## config.mk

```make
export PLATFORM = sky130hd
export DESIGN_NAME = tomasulo_core
export DESIGN_NICKNAME = d
export VERILOG_FILES = /design/src/hw/rv32i_types.sv /design/src/hw/tomasulo_types.sv /design/src/hw/tomasulo_ifs.sv /design/src/hw/tomasulo_core.sv /design/src/hw/dispatch_unit.sv /design/src/hw/reorder_buffer.sv /design/src/hw/alu_unit.sv /design/src/hw/reservation_station.sv
export SDC_FILE = /design/constraint.sdc
export NUM_CORES = 2
export LEC_CHECK = 0
export BUFFER_PORTS_ARGS = -buffer_cell sky130_fd_sc_hd__buf_4
export CAP_MARGIN = 20
export CORE_MARGIN = 1
export CORE_UTILIZATION = 33
export CTS_CLUSTER_SIZE = 8
export DETAILED_ROUTE_END_ITERATION = 6
export PLACE_DENSITY = 0.5
export SETUP_SLACK_MARGIN = 0.05
export SLEW_MARGIN = 20
export SYNTH_ARGS = -nofsm -noshare
export SYNTH_HDL_FRONTEND = slang
export SYNTH_SLANG_ARGS = --single-unit
export TNS_END_PERCENT = 100
```

## constraint.sdc

```tcl
create_clock -name clk -period 12.1 [get_ports clk]
set_input_delay 0 -clock clk [delete_from_list [all_inputs] [get_ports clk]]
set_output_delay 0 -clock clk [all_outputs]
set_load 0.02 [all_outputs]
```

## src/hw/rv32i_types.sv

```systemverilog
`default_nettype none

package rv32i_types;

    // data word width
    localparam int XLEN = 32;

    // major opcodes the core accepts
    typedef enum logic [6:0] {
        OP     = 7'b0110011,
        OP_IMM = 7'b0010011
    } opcode_e;

    // funct3 codes, shared by OP and OP-IMM
    localparam logic [2:0] F3_ADD  = 3'b000;
    localparam logic [2:0] F3_SLL  = 3'b001;
    localparam logic [2:0] F3_SLT  = 3'b010;
    localparam logic [2:0] F3_SLTU = 3'b011;
    localparam logic [2:0] F3_XOR  = 3'b100;
    localparam logic [2:0] F3_SR   = 3'b101;
    localparam logic [2:0] F3_OR   = 3'b110;
    localparam logic [2:0] F3_AND  = 3'b111;

    // internal alu operation
    typedef enum logic [3:0] {
        ALU_ADD,
        ALU_SUB,
        ALU_SLL,
        ALU_SLT,
        ALU_SLTU,
        ALU_XOR,
        ALU_SRL,
        ALU_SRA,
        ALU_OR,
        ALU_AND
    } alu_op_e;

    // register-register layout
    typedef struct packed {
        logic [6:0] funct7;
        logic [4:0] rs2;
        logic [4:0] rs1;
        logic [2:0] funct3;
        logic [4:0] rd;
        logic [6:0] opcode;
    } r_fmt_t;

    // register-immediate layout
    typedef struct packed {
        logic [11:0] imm;
        logic [4:0]  rs1;
        logic [2:0]  funct3;
        logic [4:0]  rd;
        logic [6:0]  opcode;
    } i_fmt_t;

    // same instruction word, two views
    typedef union packed {
        r_fmt_t r;
        i_fmt_t i;
    } instr_u;

endpackage

`default_nettype wire
```

## src/hw/tomasulo_types.sv

```systemverilog
`default_nettype none

package tomasulo_types;

    // reorder buffer entries, one per tag
    localparam int ROB_DEPTH = 8;
    localparam int TAG_W     = $clog2(ROB_DEPTH);

    typedef logic [TAG_W-1:0] tag_t;

    // one source operand of a waiting instruction
    // data only meaningful once valid is set
    typedef struct packed {
        tag_t                         tag;
        logic [rv32i_types::XLEN-1:0] data;
        logic                         valid;
    } src_t;

    // reservation station contents
    typedef struct packed {
        rv32i_types::alu_op_e op;
        src_t                 src1;
        src_t                 src2;
        tag_t                 rd_tag;
    } res_word_t;

    // request from a station to the alu
    typedef struct packed {
        rv32i_types::alu_op_e         op;
        logic [rv32i_types::XLEN-1:0] src1_data;
        logic [rv32i_types::XLEN-1:0] src2_data;
        tag_t                         tag;
    } alu_word_t;

endpackage

`default_nettype wire

```

## src/hw/tomasulo_ifs.sv

```systemverilog
`timescale 1ns/1ns
`default_nettype none

// dispatch to one reservation station
interface dispatch_if;
    logic                      load_word;
    tomasulo_types::res_word_t res_in;
    logic                      res_empty;

    modport producer (output load_word, output res_in, input res_empty);
    modport station (input load_word, input res_in, output res_empty);
endinterface

// rob result store, read by everyone, written by the alu
interface result_bus_if;
    logic [tomasulo_types::ROB_DEPTH-1:0] calculated;
    logic [rv32i_types::XLEN-1:0]         result [tomasulo_types::ROB_DEPTH];
    logic                                 wr_en;
    tomasulo_types::tag_t                 wr_tag;
    logic [rv32i_types::XLEN-1:0]         wr_data;

    modport reader (input calculated, input result);
    modport writer (output wr_en, output wr_tag, output wr_data);
    modport rob (output calculated, output result, input wr_en, input wr_tag, input wr_data);
endinterface

// tag allocation and commit between rob and dispatch
interface commit_if;
    logic                         valid;
    logic [4:0]                   rd;
    tomasulo_types::tag_t         tag;
    logic [rv32i_types::XLEN-1:0] data;
    logic                         alloc;
    logic [4:0]                   alloc_rd;
    tomasulo_types::tag_t         tail_tag;
    logic                         full;

    modport dispatch (
        input  valid, input rd, input tag, input data,
        output alloc, output alloc_rd,
        input  tail_tag, input full
    );
    modport rob (
        output valid, output rd, output tag, output data,
        input  alloc, input alloc_rd,
        output tail_tag, output full
    );
endinterface

`default_nettype wire

```

## src/hw/tomasulo_core.sv

```systemverilog
`timescale 1ns/1ns
`default_nettype none

module tomasulo_core #(
    parameter int NUM_STATIONS = 3
) (
    input  logic                         clk,
    input  logic                         rst,
    input  logic                         instr_valid,
    input  logic [31:0]                  instr,
    output logic                         instr_ready,
    output logic                         commit_valid,
    output logic [4:0]                   commit_rd,
    output logic [rv32i_types::XLEN-1:0] commit_data
);

    // station to alu request lines
    logic [NUM_STATIONS-1:0]   start_exe;
    logic [NUM_STATIONS-1:0]   grant;
    tomasulo_types::alu_word_t alu_data [NUM_STATIONS];

    dispatch_if   disp_bus [NUM_STATIONS] ();
    result_bus_if res_bus ();
    commit_if     cmt_bus ();

    dispatch_unit #(
        .NUM_STATIONS(NUM_STATIONS)
    ) u_dispatch (
        .clk         (clk),
        .rst         (rst),
        .instr_valid (instr_valid),
        .instr       (instr),
        .instr_ready (instr_ready),
        .stations    (disp_bus),
        .results     (res_bus),
        .commit      (cmt_bus)
    );

    for (genvar i = 0; i < NUM_STATIONS; i++) begin : g_rs
        reservation_station u_rs (
            .clk       (clk),
            .rst       (rst),
            .disp      (disp_bus[i]),
            .results   (res_bus),
            .start_exe (start_exe[i]),
            .alu_data  (alu_data[i]),
            .grant     (grant[i])
        );
    end

    alu_unit #(
        .NUM_STATIONS(NUM_STATIONS)
    ) u_alu (
        .start_exe (start_exe),
        .alu_data  (alu_data),
        .grant     (grant),
        .wr        (res_bus)
    );

    reorder_buffer u_rob (
        .clk          (clk),
        .rst          (rst),
        .commit       (cmt_bus),
        .results      (res_bus),
        .commit_valid (commit_valid),
        .commit_rd    (commit_rd),
        .commit_data  (commit_data)
    );

endmodule

`default_nettype wire

```

## src/hw/dispatch_unit.sv

```systemverilog
`timescale 1ns/1ns
`default_nettype none

module dispatch_unit #(
    parameter int NUM_STATIONS = 3
) (
    input  logic                clk,
    input  logic                rst,
    input  logic                instr_valid,
    input  rv32i_types::instr_u instr,
    output logic                instr_ready,
    dispatch_if.producer        stations [NUM_STATIONS],
    result_bus_if.reader        results,
    commit_if.dispatch          commit
);

    // architectural registers and rename table
    logic [rv32i_types::XLEN-1:0] regs [32];
    logic [31:0]                  reg_busy;
    tomasulo_types::tag_t         reg_tag [32];

    logic [NUM_STATIONS-1:0]   empty_vec;
    logic [NUM_STATIONS-1:0]   load_sel;
    logic                      accept;
    logic                      is_imm;
    rv32i_types::alu_op_e      op;
    tomasulo_types::res_word_t res_word;

    // regfile when the source is idle, else rob by tag
    function automatic tomasulo_types::src_t read_src(input logic [4:0] rs);
        tomasulo_types::src_t s;
        s.tag   = reg_tag[rs];
        s.data  = regs[rs];
        s.valid = 1'b1;
        if (reg_busy[rs]) begin
            // producer may already have finished
            s.valid = results.calculated[reg_tag[rs]];
            s.data  = results.result[reg_tag[rs]];
        end
        return s;
    endfunction

    assign is_imm = instr.r.opcode == rv32i_types::OP_IMM;

    // funct7 bit 30 picks sub and sra, sub only for register form
    always_comb begin
        case (instr.r.funct3)
            rv32i_types::F3_ADD:  op = (!is_imm && instr.r.funct7[5]) ?
                                       rv32i_types::ALU_SUB : rv32i_types::ALU_ADD;
            rv32i_types::F3_SLL:  op = rv32i_types::ALU_SLL;
            rv32i_types::F3_SLT:  op = rv32i_types::ALU_SLT;
            rv32i_types::F3_SLTU: op = rv32i_types::ALU_SLTU;
            rv32i_types::F3_XOR:  op = rv32i_types::ALU_XOR;
            rv32i_types::F3_SR:   op = instr.r.funct7[5] ?
                                       rv32i_types::ALU_SRA : rv32i_types::ALU_SRL;
            rv32i_types::F3_OR:   op = rv32i_types::ALU_OR;
            default:              op = rv32i_types::ALU_AND;
        endcase
    end

    always_comb begin
        res_word.op     = op;
        res_word.src1   = read_src(instr.r.rs1);
        res_word.src2   = read_src(instr.r.rs2);
        res_word.rd_tag = commit.tail_tag;
        // immediate replaces rs2, already valid
        if (is_imm) begin
            res_word.src2.tag   = '0;
            res_word.src2.data  = {{(rv32i_types::XLEN - 12){instr.i.imm[11]}}, instr.i.imm};
            res_word.src2.valid = 1'b1;
        end
    end

    // lowest numbered empty station wins
    always_comb begin
        load_sel = '0;
        for (int i = NUM_STATIONS - 1; i >= 0; i--) begin
            if (empty_vec[i]) begin
                load_sel = NUM_STATIONS'(1) << i;
            end
        end
    end

    assign instr_ready     = !commit.full && (|empty_vec);
    assign accept          = instr_valid && instr_ready;
    assign commit.alloc    = accept;
    assign commit.alloc_rd = instr.i.rd;

    for (genvar i = 0; i < NUM_STATIONS; i++) begin : g_stn
        assign empty_vec[i]          = stations[i].res_empty;
        assign stations[i].load_word = accept & load_sel[i];
        assign stations[i].res_in    = res_word;

        // station idle when handed an instruction and holding it right after
        assert property (@(posedge clk) disable iff (rst)
            stations[i].load_word |-> stations[i].res_empty ##1 !stations[i].res_empty)
            else $error("station %0d loaded while occupied or did not take the word", i);
    end

    // commit first, a new rename of the same rd overrides the busy clear
    always_ff @(posedge clk) begin
        if (rst) begin
            reg_busy <= '0;
            for (int r = 0; r < 32; r++) begin
                regs[r] <= '0;
            end
        end else begin
            if (commit.valid) begin
                if (commit.rd != 5'd0) begin
                    regs[commit.rd] <= commit.data;
                end
                // only the latest writer releases the register
                if (reg_tag[commit.rd] == commit.tag) begin
                    reg_busy[commit.rd] <= 1'b0;
                end
            end
            if (accept && instr.r.rd != 5'd0) begin
                reg_busy[instr.r.rd] <= 1'b1;
            end
        end
    end

    // x0 tag written too, never looked at since x0 never goes busy
    always_ff @(posedge clk) begin
        if (accept) begin
            reg_tag[instr.r.rd] <= commit.tail_tag;
        end
    end

endmodule

`default_nettype wire

```

## src/hw/reorder_buffer.sv

```systemverilog
`timescale 1ns/1ns
`default_nettype none

module reorder_buffer (
    input  logic                         clk,
    input  logic                         rst,
    commit_if.rob                        commit,
    result_bus_if.rob                    results,
    output logic                         commit_valid,
    output logic [4:0]                   commit_rd,
    output logic [rv32i_types::XLEN-1:0] commit_data
);

    localparam int DEPTH = tomasulo_types::ROB_DEPTH;

    // per entry payload
    logic [4:0]                   rd_q   [DEPTH];
    logic [rv32i_types::XLEN-1:0] data_q [DEPTH];

    // per entry control
    logic [DEPTH-1:0] alloc_q;
    logic [DEPTH-1:0] calc_q;

    tomasulo_types::tag_t   head;
    tomasulo_types::tag_t   tail;
    tomasulo_types::tag_t   commit_tag;
    logic [$clog2(DEPTH+1)-1:0] count;
    logic                   do_commit;

    // oldest entry leaves once its result is in
    assign do_commit = alloc_q[head] & calc_q[head];

    assign commit.tail_tag = tail;
    assign commit.full     = count == DEPTH;
    assign commit.valid    = commit_valid;
    assign commit.rd       = commit_rd;
    assign commit.tag      = commit_tag;
    assign commit.data     = commit_data;

    assign results.calculated = calc_q;
    assign results.result     = data_q;

    // calculated cleared only on reallocation, so a freed tag stays readable
    always_ff @(posedge clk) begin
        if (rst) begin
            head         <= '0;
            tail         <= '0;
            count        <= '0;
            alloc_q      <= '0;
            calc_q       <= '0;
            commit_valid <= 1'b0;
        end else begin
            commit_valid <= do_commit;
            if (commit.alloc) begin
                alloc_q[tail] <= 1'b1;
                calc_q[tail]  <= 1'b0;
                tail          <= tail + 1'b1;
            end
            if (results.wr_en) begin
                calc_q[results.wr_tag] <= 1'b1;
            end
            if (do_commit) begin
                alloc_q[head] <= 1'b0;
                head          <= head + 1'b1;
            end
            count <= count + commit.alloc - do_commit;
        end
    end

    always_ff @(posedge clk) begin
        if (commit.alloc) begin
            rd_q[tail] <= commit.alloc_rd;
        end
        if (results.wr_en) begin
            data_q[results.wr_tag] <= results.wr_data;
        end
        if (do_commit) begin
            commit_rd   <= rd_q[head];
            commit_data <= data_q[head];
            commit_tag  <= head;
        end
    end

    // dispatch must respect full
    assert property (@(posedge clk) disable iff (rst)
        commit.alloc |-> !commit.full)
        else $error("tag allocated while rob full");

    // alu only writes tags that are in flight
    assert property (@(posedge clk) disable iff (rst)
        results.wr_en |-> alloc_q[results.wr_tag])
        else $error("result written to free tag %0d", results.wr_tag);

endmodule

`default_nettype wire

```

## src/hw/alu_unit.sv

```systemverilog
`timescale 1ns/1ns
`default_nettype none

module alu_unit #(
    parameter int NUM_STATIONS = 3
) (
    input  logic [NUM_STATIONS-1:0]   start_exe,
    input  tomasulo_types::alu_word_t alu_data [NUM_STATIONS],
    output logic [NUM_STATIONS-1:0]   grant,
    result_bus_if.writer              wr
);

    tomasulo_types::alu_word_t    sel;
    logic [rv32i_types::XLEN-1:0] a;
    logic [rv32i_types::XLEN-1:0] b;
    logic [rv32i_types::XLEN-1:0] y;

    // fixed priority, station 0 highest
    always_comb begin
        grant = '0;
        sel   = alu_data[0];
        for (int i = NUM_STATIONS - 1; i >= 0; i--) begin
            if (start_exe[i]) begin
                grant = NUM_STATIONS'(1) << i;
                sel   = alu_data[i];
            end
        end
    end

    assign a = sel.src1_data;
    assign b = sel.src2_data;

    // shifts use the low five bits only
    always_comb begin
        case (sel.op)
            rv32i_types::ALU_ADD:  y = a + b;
            rv32i_types::ALU_SUB:  y = a - b;
            rv32i_types::ALU_SLL:  y = a << b[4:0];
            rv32i_types::ALU_SLT:  y = {31'd0, $signed(a) < $signed(b)};
            rv32i_types::ALU_SLTU: y = {31'd0, a < b};
            rv32i_types::ALU_XOR:  y = a ^ b;
            rv32i_types::ALU_SRL:  y = a >> b[4:0];
            rv32i_types::ALU_SRA:  y = $signed(a) >>> b[4:0];
            rv32i_types::ALU_OR:   y = a | b;
            default:               y = a & b;
        endcase
    end

    // result lands in the rob on the grant edge
    assign wr.wr_en   = |start_exe;
    assign wr.wr_tag  = sel.tag;
    assign wr.wr_data = y;

    // one grant, and always one when anybody asks
    always_comb begin
        assert final ($onehot0(grant) && ((|grant) == (|start_exe)))
            else $error("alu grant vector malformed: %b", grant);
    end

endmodule

`default_nettype wire

```

## src/hw/reservation_station.sv

```systemverilog
`timescale 1ns/1ns
`default_nettype none

module reservation_station (
    input  logic                      clk,
    input  logic                      rst,
    dispatch_if.station               disp,
    result_bus_if.reader              results,
    output logic                      start_exe,
    output tomasulo_types::alu_word_t alu_data,
    input  logic                      grant
);

    // CHECK is the first cycle after a load, PEEK every later wait cycle
    typedef enum logic [1:0] {
        EMPTY,
        CHECK,
        PEEK
    } state_e;

    state_e                    state;
    state_e                    next_state;
    tomasulo_types::res_word_t word;
    logic                      src1_ready;
    logic                      src2_ready;

    assign disp.res_empty = state == EMPTY;

    // a source is ready if captured or its tag finished
    assign src1_ready = word.src1.valid | results.calculated[word.src1.tag];
    assign src2_ready = word.src2.valid | results.calculated[word.src2.tag];
    assign start_exe  = (state != EMPTY) && src1_ready && src2_ready;

    // forward from the rob in the same cycle the tag shows up
    always_comb begin
        alu_data.op  = word.op;
        alu_data.tag = word.rd_tag;
        if (word.src1.valid) begin
            alu_data.src1_data = word.src1.data;
        end else begin
            alu_data.src1_data = results.result[word.src1.tag];
        end
        if (word.src2.valid) begin
            alu_data.src2_data = word.src2.data;
        end else begin
            alu_data.src2_data = results.result[word.src2.tag];
        end
    end

    always_comb begin
        next_state = state;
        case (state)
            EMPTY: begin
                if (disp.load_word) begin
                    next_state = CHECK;
                end
            end
            CHECK, PEEK: begin
                // leave only once the alu took us
                if (start_exe && grant) begin
                    next_state = EMPTY;
                end else begin
                    next_state = PEEK;
                end
            end
            default: next_state = EMPTY;
        endcase
    end

    always_ff @(posedge clk) begin
        if (rst) begin
            state <= EMPTY;
        end else begin
            state <= next_state;
        end
    end

    // capture on load, then latch sources as their tags complete
    always_ff @(posedge clk) begin
        if (state == EMPTY) begin
            if (disp.load_word) begin
                word <= disp.res_in;
            end
        end else begin
            if (src1_ready) begin
                word.src1.valid <= 1'b1;
                word.src1.data  <= alu_data.src1_data;
            end
            if (src2_ready) begin
                word.src2.valid <= 1'b1;
                word.src2.data  <= alu_data.src2_data;
            end
        end
    end

    // an empty station never requests
    assert property (@(posedge clk) disable iff (rst)
        state == EMPTY |-> !start_exe)
        else $error("request from empty station");

    // request held with same operands until granted
    assert property (@(posedge clk) disable iff (rst)
        start_exe && !grant |=> start_exe && $stable(alu_data))
        else $error("station dropped or changed request before grant");

endmodule

`default_nettype wire

```

==> summary.txt <==
Routing
  • Via density: 6.439
  • WL final: 489400 um
  • WL/cell: 37.89 um
  • # DRC: 3
  • 1st-iter DRT viols: 11.54k
  • First-pass DRT Iterations: 7
  • DR vias: 83.17k
  • Post-route ant nets: 0

Die
  • I/O pin total: 74
  • Die footprint: 344600 um^2
  • Core area: 340100 um^2
  • Die X: 587.0 um
  • Row cnt: 214
  • Die Y: 587.0 um
  • Starting Density: 0.3322

Worst setup path
  • Critical path class: flop to flop
  • Critical Path Stages: 21
  • Reg-to-reg critical path endpoint: u_rob.results.result[157]
  • Arrival time worst endpoint: 9.25 ns
  • CP Cell Sequence: buf_4 -> mux4_2 -> mux2i_4 -> a21o_4 -> o21a_4 -> buf_4 -> o221a_2 -> ha_1 -> o21bai_1 -> a21o_1 -> a221o_1 -> nand3_1 -> a211oi_1 -> buf_4 -> a211oi_1 -> o31ai_1 -> o21ai_0 -> o21bai_1 -> a2111oi_0 -> a31oi_1 -> a31oi_1
  • Cell mode on critical path: buf_4
  • Slowest-stage cell, CP: a211oi_1
  • Worst R2R Setup Slack: 3.37 ns
  • Critical Path End Type: flop
  • Top Family by Delay on Critical Path: compound AO/OA/AOI/OAI gates
  • Buf/Inv on CP: 3
  • Critical-path maximum fanout: 50
  • Startpoint types: flop
  • Worst Path Required: 12.62 ns
  • Worst flop-to-flop path startpoint: g_rs[0].u_rs.word[36]
  • Crit path launch: g_rs[0].u_rs.word[36]
  • R2R depth: 21
  • Crit path to: u_rob.results.result[157]
  • Max incr delay on CP: 0.67 ns

Min path
  • Hold crit path type: primary input to flop
  • WHS Path Cells: 5

Logic synthesis
  • Syn Inst Count: 8450
  • Yosys warns: 0
  • Share of the synthesized area in the top cell type: 0.4501
  • Cell Area, Synth: 112900 um^2
  • Largest area contributor in the netlist: edfxtp_1
  • Synth top area cells: edfxtp_1 45%, mux4_2 24%, and2_1 5.6%
  • Sequential element share of the synthesized area: 0.4616
  • Syn Area/Cell: 13.37 um^2
  • Number of synthesized flops with an enable pin: 1693
  • Yosys reg bits: 1758
  • Yosys cell types: 92
  • Ys flop type: edfxtp_1
  • Ys async rst share: 0

Clock tree
  • CTS tree: yes
  • CTS Buffer Depth: 4
  • Clock-pin slew on the worst setup and hold paths: 0.06 ns
  • Root Buffer: clkbuf_16
  • H-Tree Level Count: 5
  • Resize count post-CTS: 0
  • Clock Sinks: 1758
  • Post CTS Setup Buffer Count: 0
  • CTS buffer count: 267
  • Worst skew pair latency: 0.86 ns

Cells and area
  • Nets: 8420
  • Share of cells above drive strength 1: 0.2574
  • Layout Cells excl Fill: 12.92k
  • Post-route cell area: 126300 um^2
  • Number of fill cells in the layout: 32.35k
  • Syn-to-layout area delta: 11.82%

Power and ir drop
  • Switching share of power: 0.4484
  • Seq pwr share: 0.284
  • Maximum VDD drop: 0.1416 mV
  • Comb power frac: 0.484
  • Tot Pwr: 29.74 mW
  • Clock power share: 0.232
  • Lkg Pwr: 43.42 nW
  • Cell area power density: 235.5 nW/um^2
  • Pint: 16.41 mW
  • P_sw: 13.34 mW

Run status
  • Failing checks: design-rule violations
  • Status: finished with violations

STA
  • Fmax: 114.5 MHz
  • Period minus WS final: 8.730 ns
  • Final hold violations: 0
  • Final slew viol count: 0
  • Slew Limit Headroom: 0.09334
  • Final worst slack: 3.370 ns
  • Final Setup Violations: 0
  • Worst slew pin tran: 1.322 ns
  • Setup TNS: 0 ns
  • RSZ-0062 raised after global routing: no
  • Final setup skew: 0.05212 ns
  • Tcrit/Tclk final: 0.7215

Place
  • Routability Congestion: 0.9253
  • Dpl cell area: 118700 um^2
  • Inst Count DP: 12.52k
  • I/O Buffers: 73
  • Pre-CTS setup slack: 3.593 ns
  • DPL Wire Length: 304500 um

GRT
  • Remaining global-route overflow: 0
  • Vias in the first global route: 81.72k
  • Global-route wire length before repair: 672100 um
  • Initial antenna violation count: 38
  • Pin count of the biggest net entering global routing: 131
  • Total track usage: 0.2769

Run
  • Max-cap viol count: 0
## cell usage after synthesis (85+ instances only)
library cell	instances
a211oi_1	291
mux2i_1	490
a21oi_1	510
o22ai_1	140
nor2_1	476
ha_1	112
and2_1	1005
mux4_2	1221
o21ai_0	239
nand2_1	333
buf_2	126
edfxtp_1	1693
clkbuf_1	563
buf_1	133
inv_1	139
mux2_2	85
nor2b_1	143
## through the flow
step	hold WS [ns]	util
floorplan	0.09887	-
global placement	0.3299	0.3489
detailed placement	0.3368	0.3491
CTS	0.002657	0.3711
global route	0.06459	0.3713
finish	0.03237	0.3714
## cells by family after synthesis
family | Yosys count | share of synthesized area
multiplexers | 1801 | 0.2962
AND/OR/NAND/NOR | 2215 | 0.1043
adder cells (fa/ha/maj) | 115 | 0.01294
buffers and inverters | 1000 | 0.03559
other | 1 | 0.00003320
AO/OA/AOI/OAI | 1537 | 0.08750
flip-flops | 1758 | 0.4616
XOR/XNOR | 23 | 0.001783
## worst min path at each step
stage              from                    end  slack [ns]
2_1_floorplan  instr[7]       u_rob.rd_q[0][0]         0.1
3_3_place_gp   instr[7]       u_rob.rd_q[6][0]        0.33
3_5_place_dp   instr[7]       u_rob.rd_q[6][0]        0.34
4_1_cts        instr[8]       u_rob.rd_q[3][1]       0.003
5_1_grt        instr[8]       u_rob.rd_q[3][1]        0.06
6_report       instr[0]  g_rs[2].u_rs.word[10]        0.03
## state kept, by name, summed over array words and instances (netlist names), 21 cells and up
name and count:
u_dispatch.reg_tag 96, u_dispatch.reg_busy 32, u_rob.rd_q 40, u_dispatch.regs 1024, g_rs.u_rs.word 216, u_rob.commit.data 32
g_rs.u_rs.alu_data 21, u_rob.results.result 256
## metal layers
layer,wire [um],part of all wire,up-vias,global-route usage
li1,-,-,32960,-
met2,224800,0.46,5254,0.4344
met3,51890,0.11,1080,0.07331
met5,137,0.00028,-,0
met4,22680,0.046,20,0.1203
met1,189900,0.39,43860,0.3605
## power groups by stage
| stage | clock network (mW) | registers, mW | logic [mW] |
|---|---|---|---|
| floorplan | 0 | 8.30 | 8.54 |
| global route | 7.18 | 8.51 | 15.0 |
| detailed placement | 0 | 8.54 | 13.9 |
| global placement | 0 | 8.52 | 13.9 |
| CTS | 6.97 | 8.43 | 14.0 |
| finish | 6.90 | 8.45 | 14.4 |
## placed cells by master, fill, tap and decap left out, types with 32 or more instances in the layout
cell type     n
edfxtp_1   1693
mux4_2     1221
and2_1     1005
a21oi_1     507
mux2i_1     480
nor2_1      433
buf_4       331
nand2_1     328
a211oi_1    291
clkbuf_16   274
o21ai_0     238
nor2b_1     143
o22ai_1     140
inv_1       138
ha_1        109
mux2_2       85
dfxtp_1      62
clkbuf_1     55
nand3_1      52
nor2_4       42
a21o_1       42
nor3_1       41
a22o_1       39
or2_2        37
nand4_1      36
conb_1       32
## worst reg2reg max path, delay by kind of cell, from the launching register on
kind	cells	cell delay, ns
AO/OA/AOI/OAI	14	5.38
multiplexers	2	0.84
buffers and inverters	3	1.44
flip-flops	1	0.32
adder cells (fa/ha/maj)	1	0.27
AND/OR/NAND/NOR	1	0.16
## final cells by class
| type | count | area, um^2 | share of cell area |
|---|---|---|---|
| antenna | 22 | 55.05 | 0.0004359 |
| sequential | 1758 | 52150 | 0.4129 |
| clock inverter | 24 | 201.4 | 0.001595 |
| tap | 4536 | 5675 | 0.04494 |
| inverter | 153 | 574.3 | 0.004547 |
| clock buffer | 333 | 7118 | 0.05636 |
| timing repair buffer | 367 | 2964 | 0.02347 |
| multi-input combinational | 5723 | 57560 | 0.4557 |
## timing repair
action / 4_1_cts / 5_1_grt
hold buffers: 18 / 0
setup endpoints to repair: 0 / 0
hold endpoints to repair: 215 / 0
No activity file was read; power rests on OpenSTA's default activity.
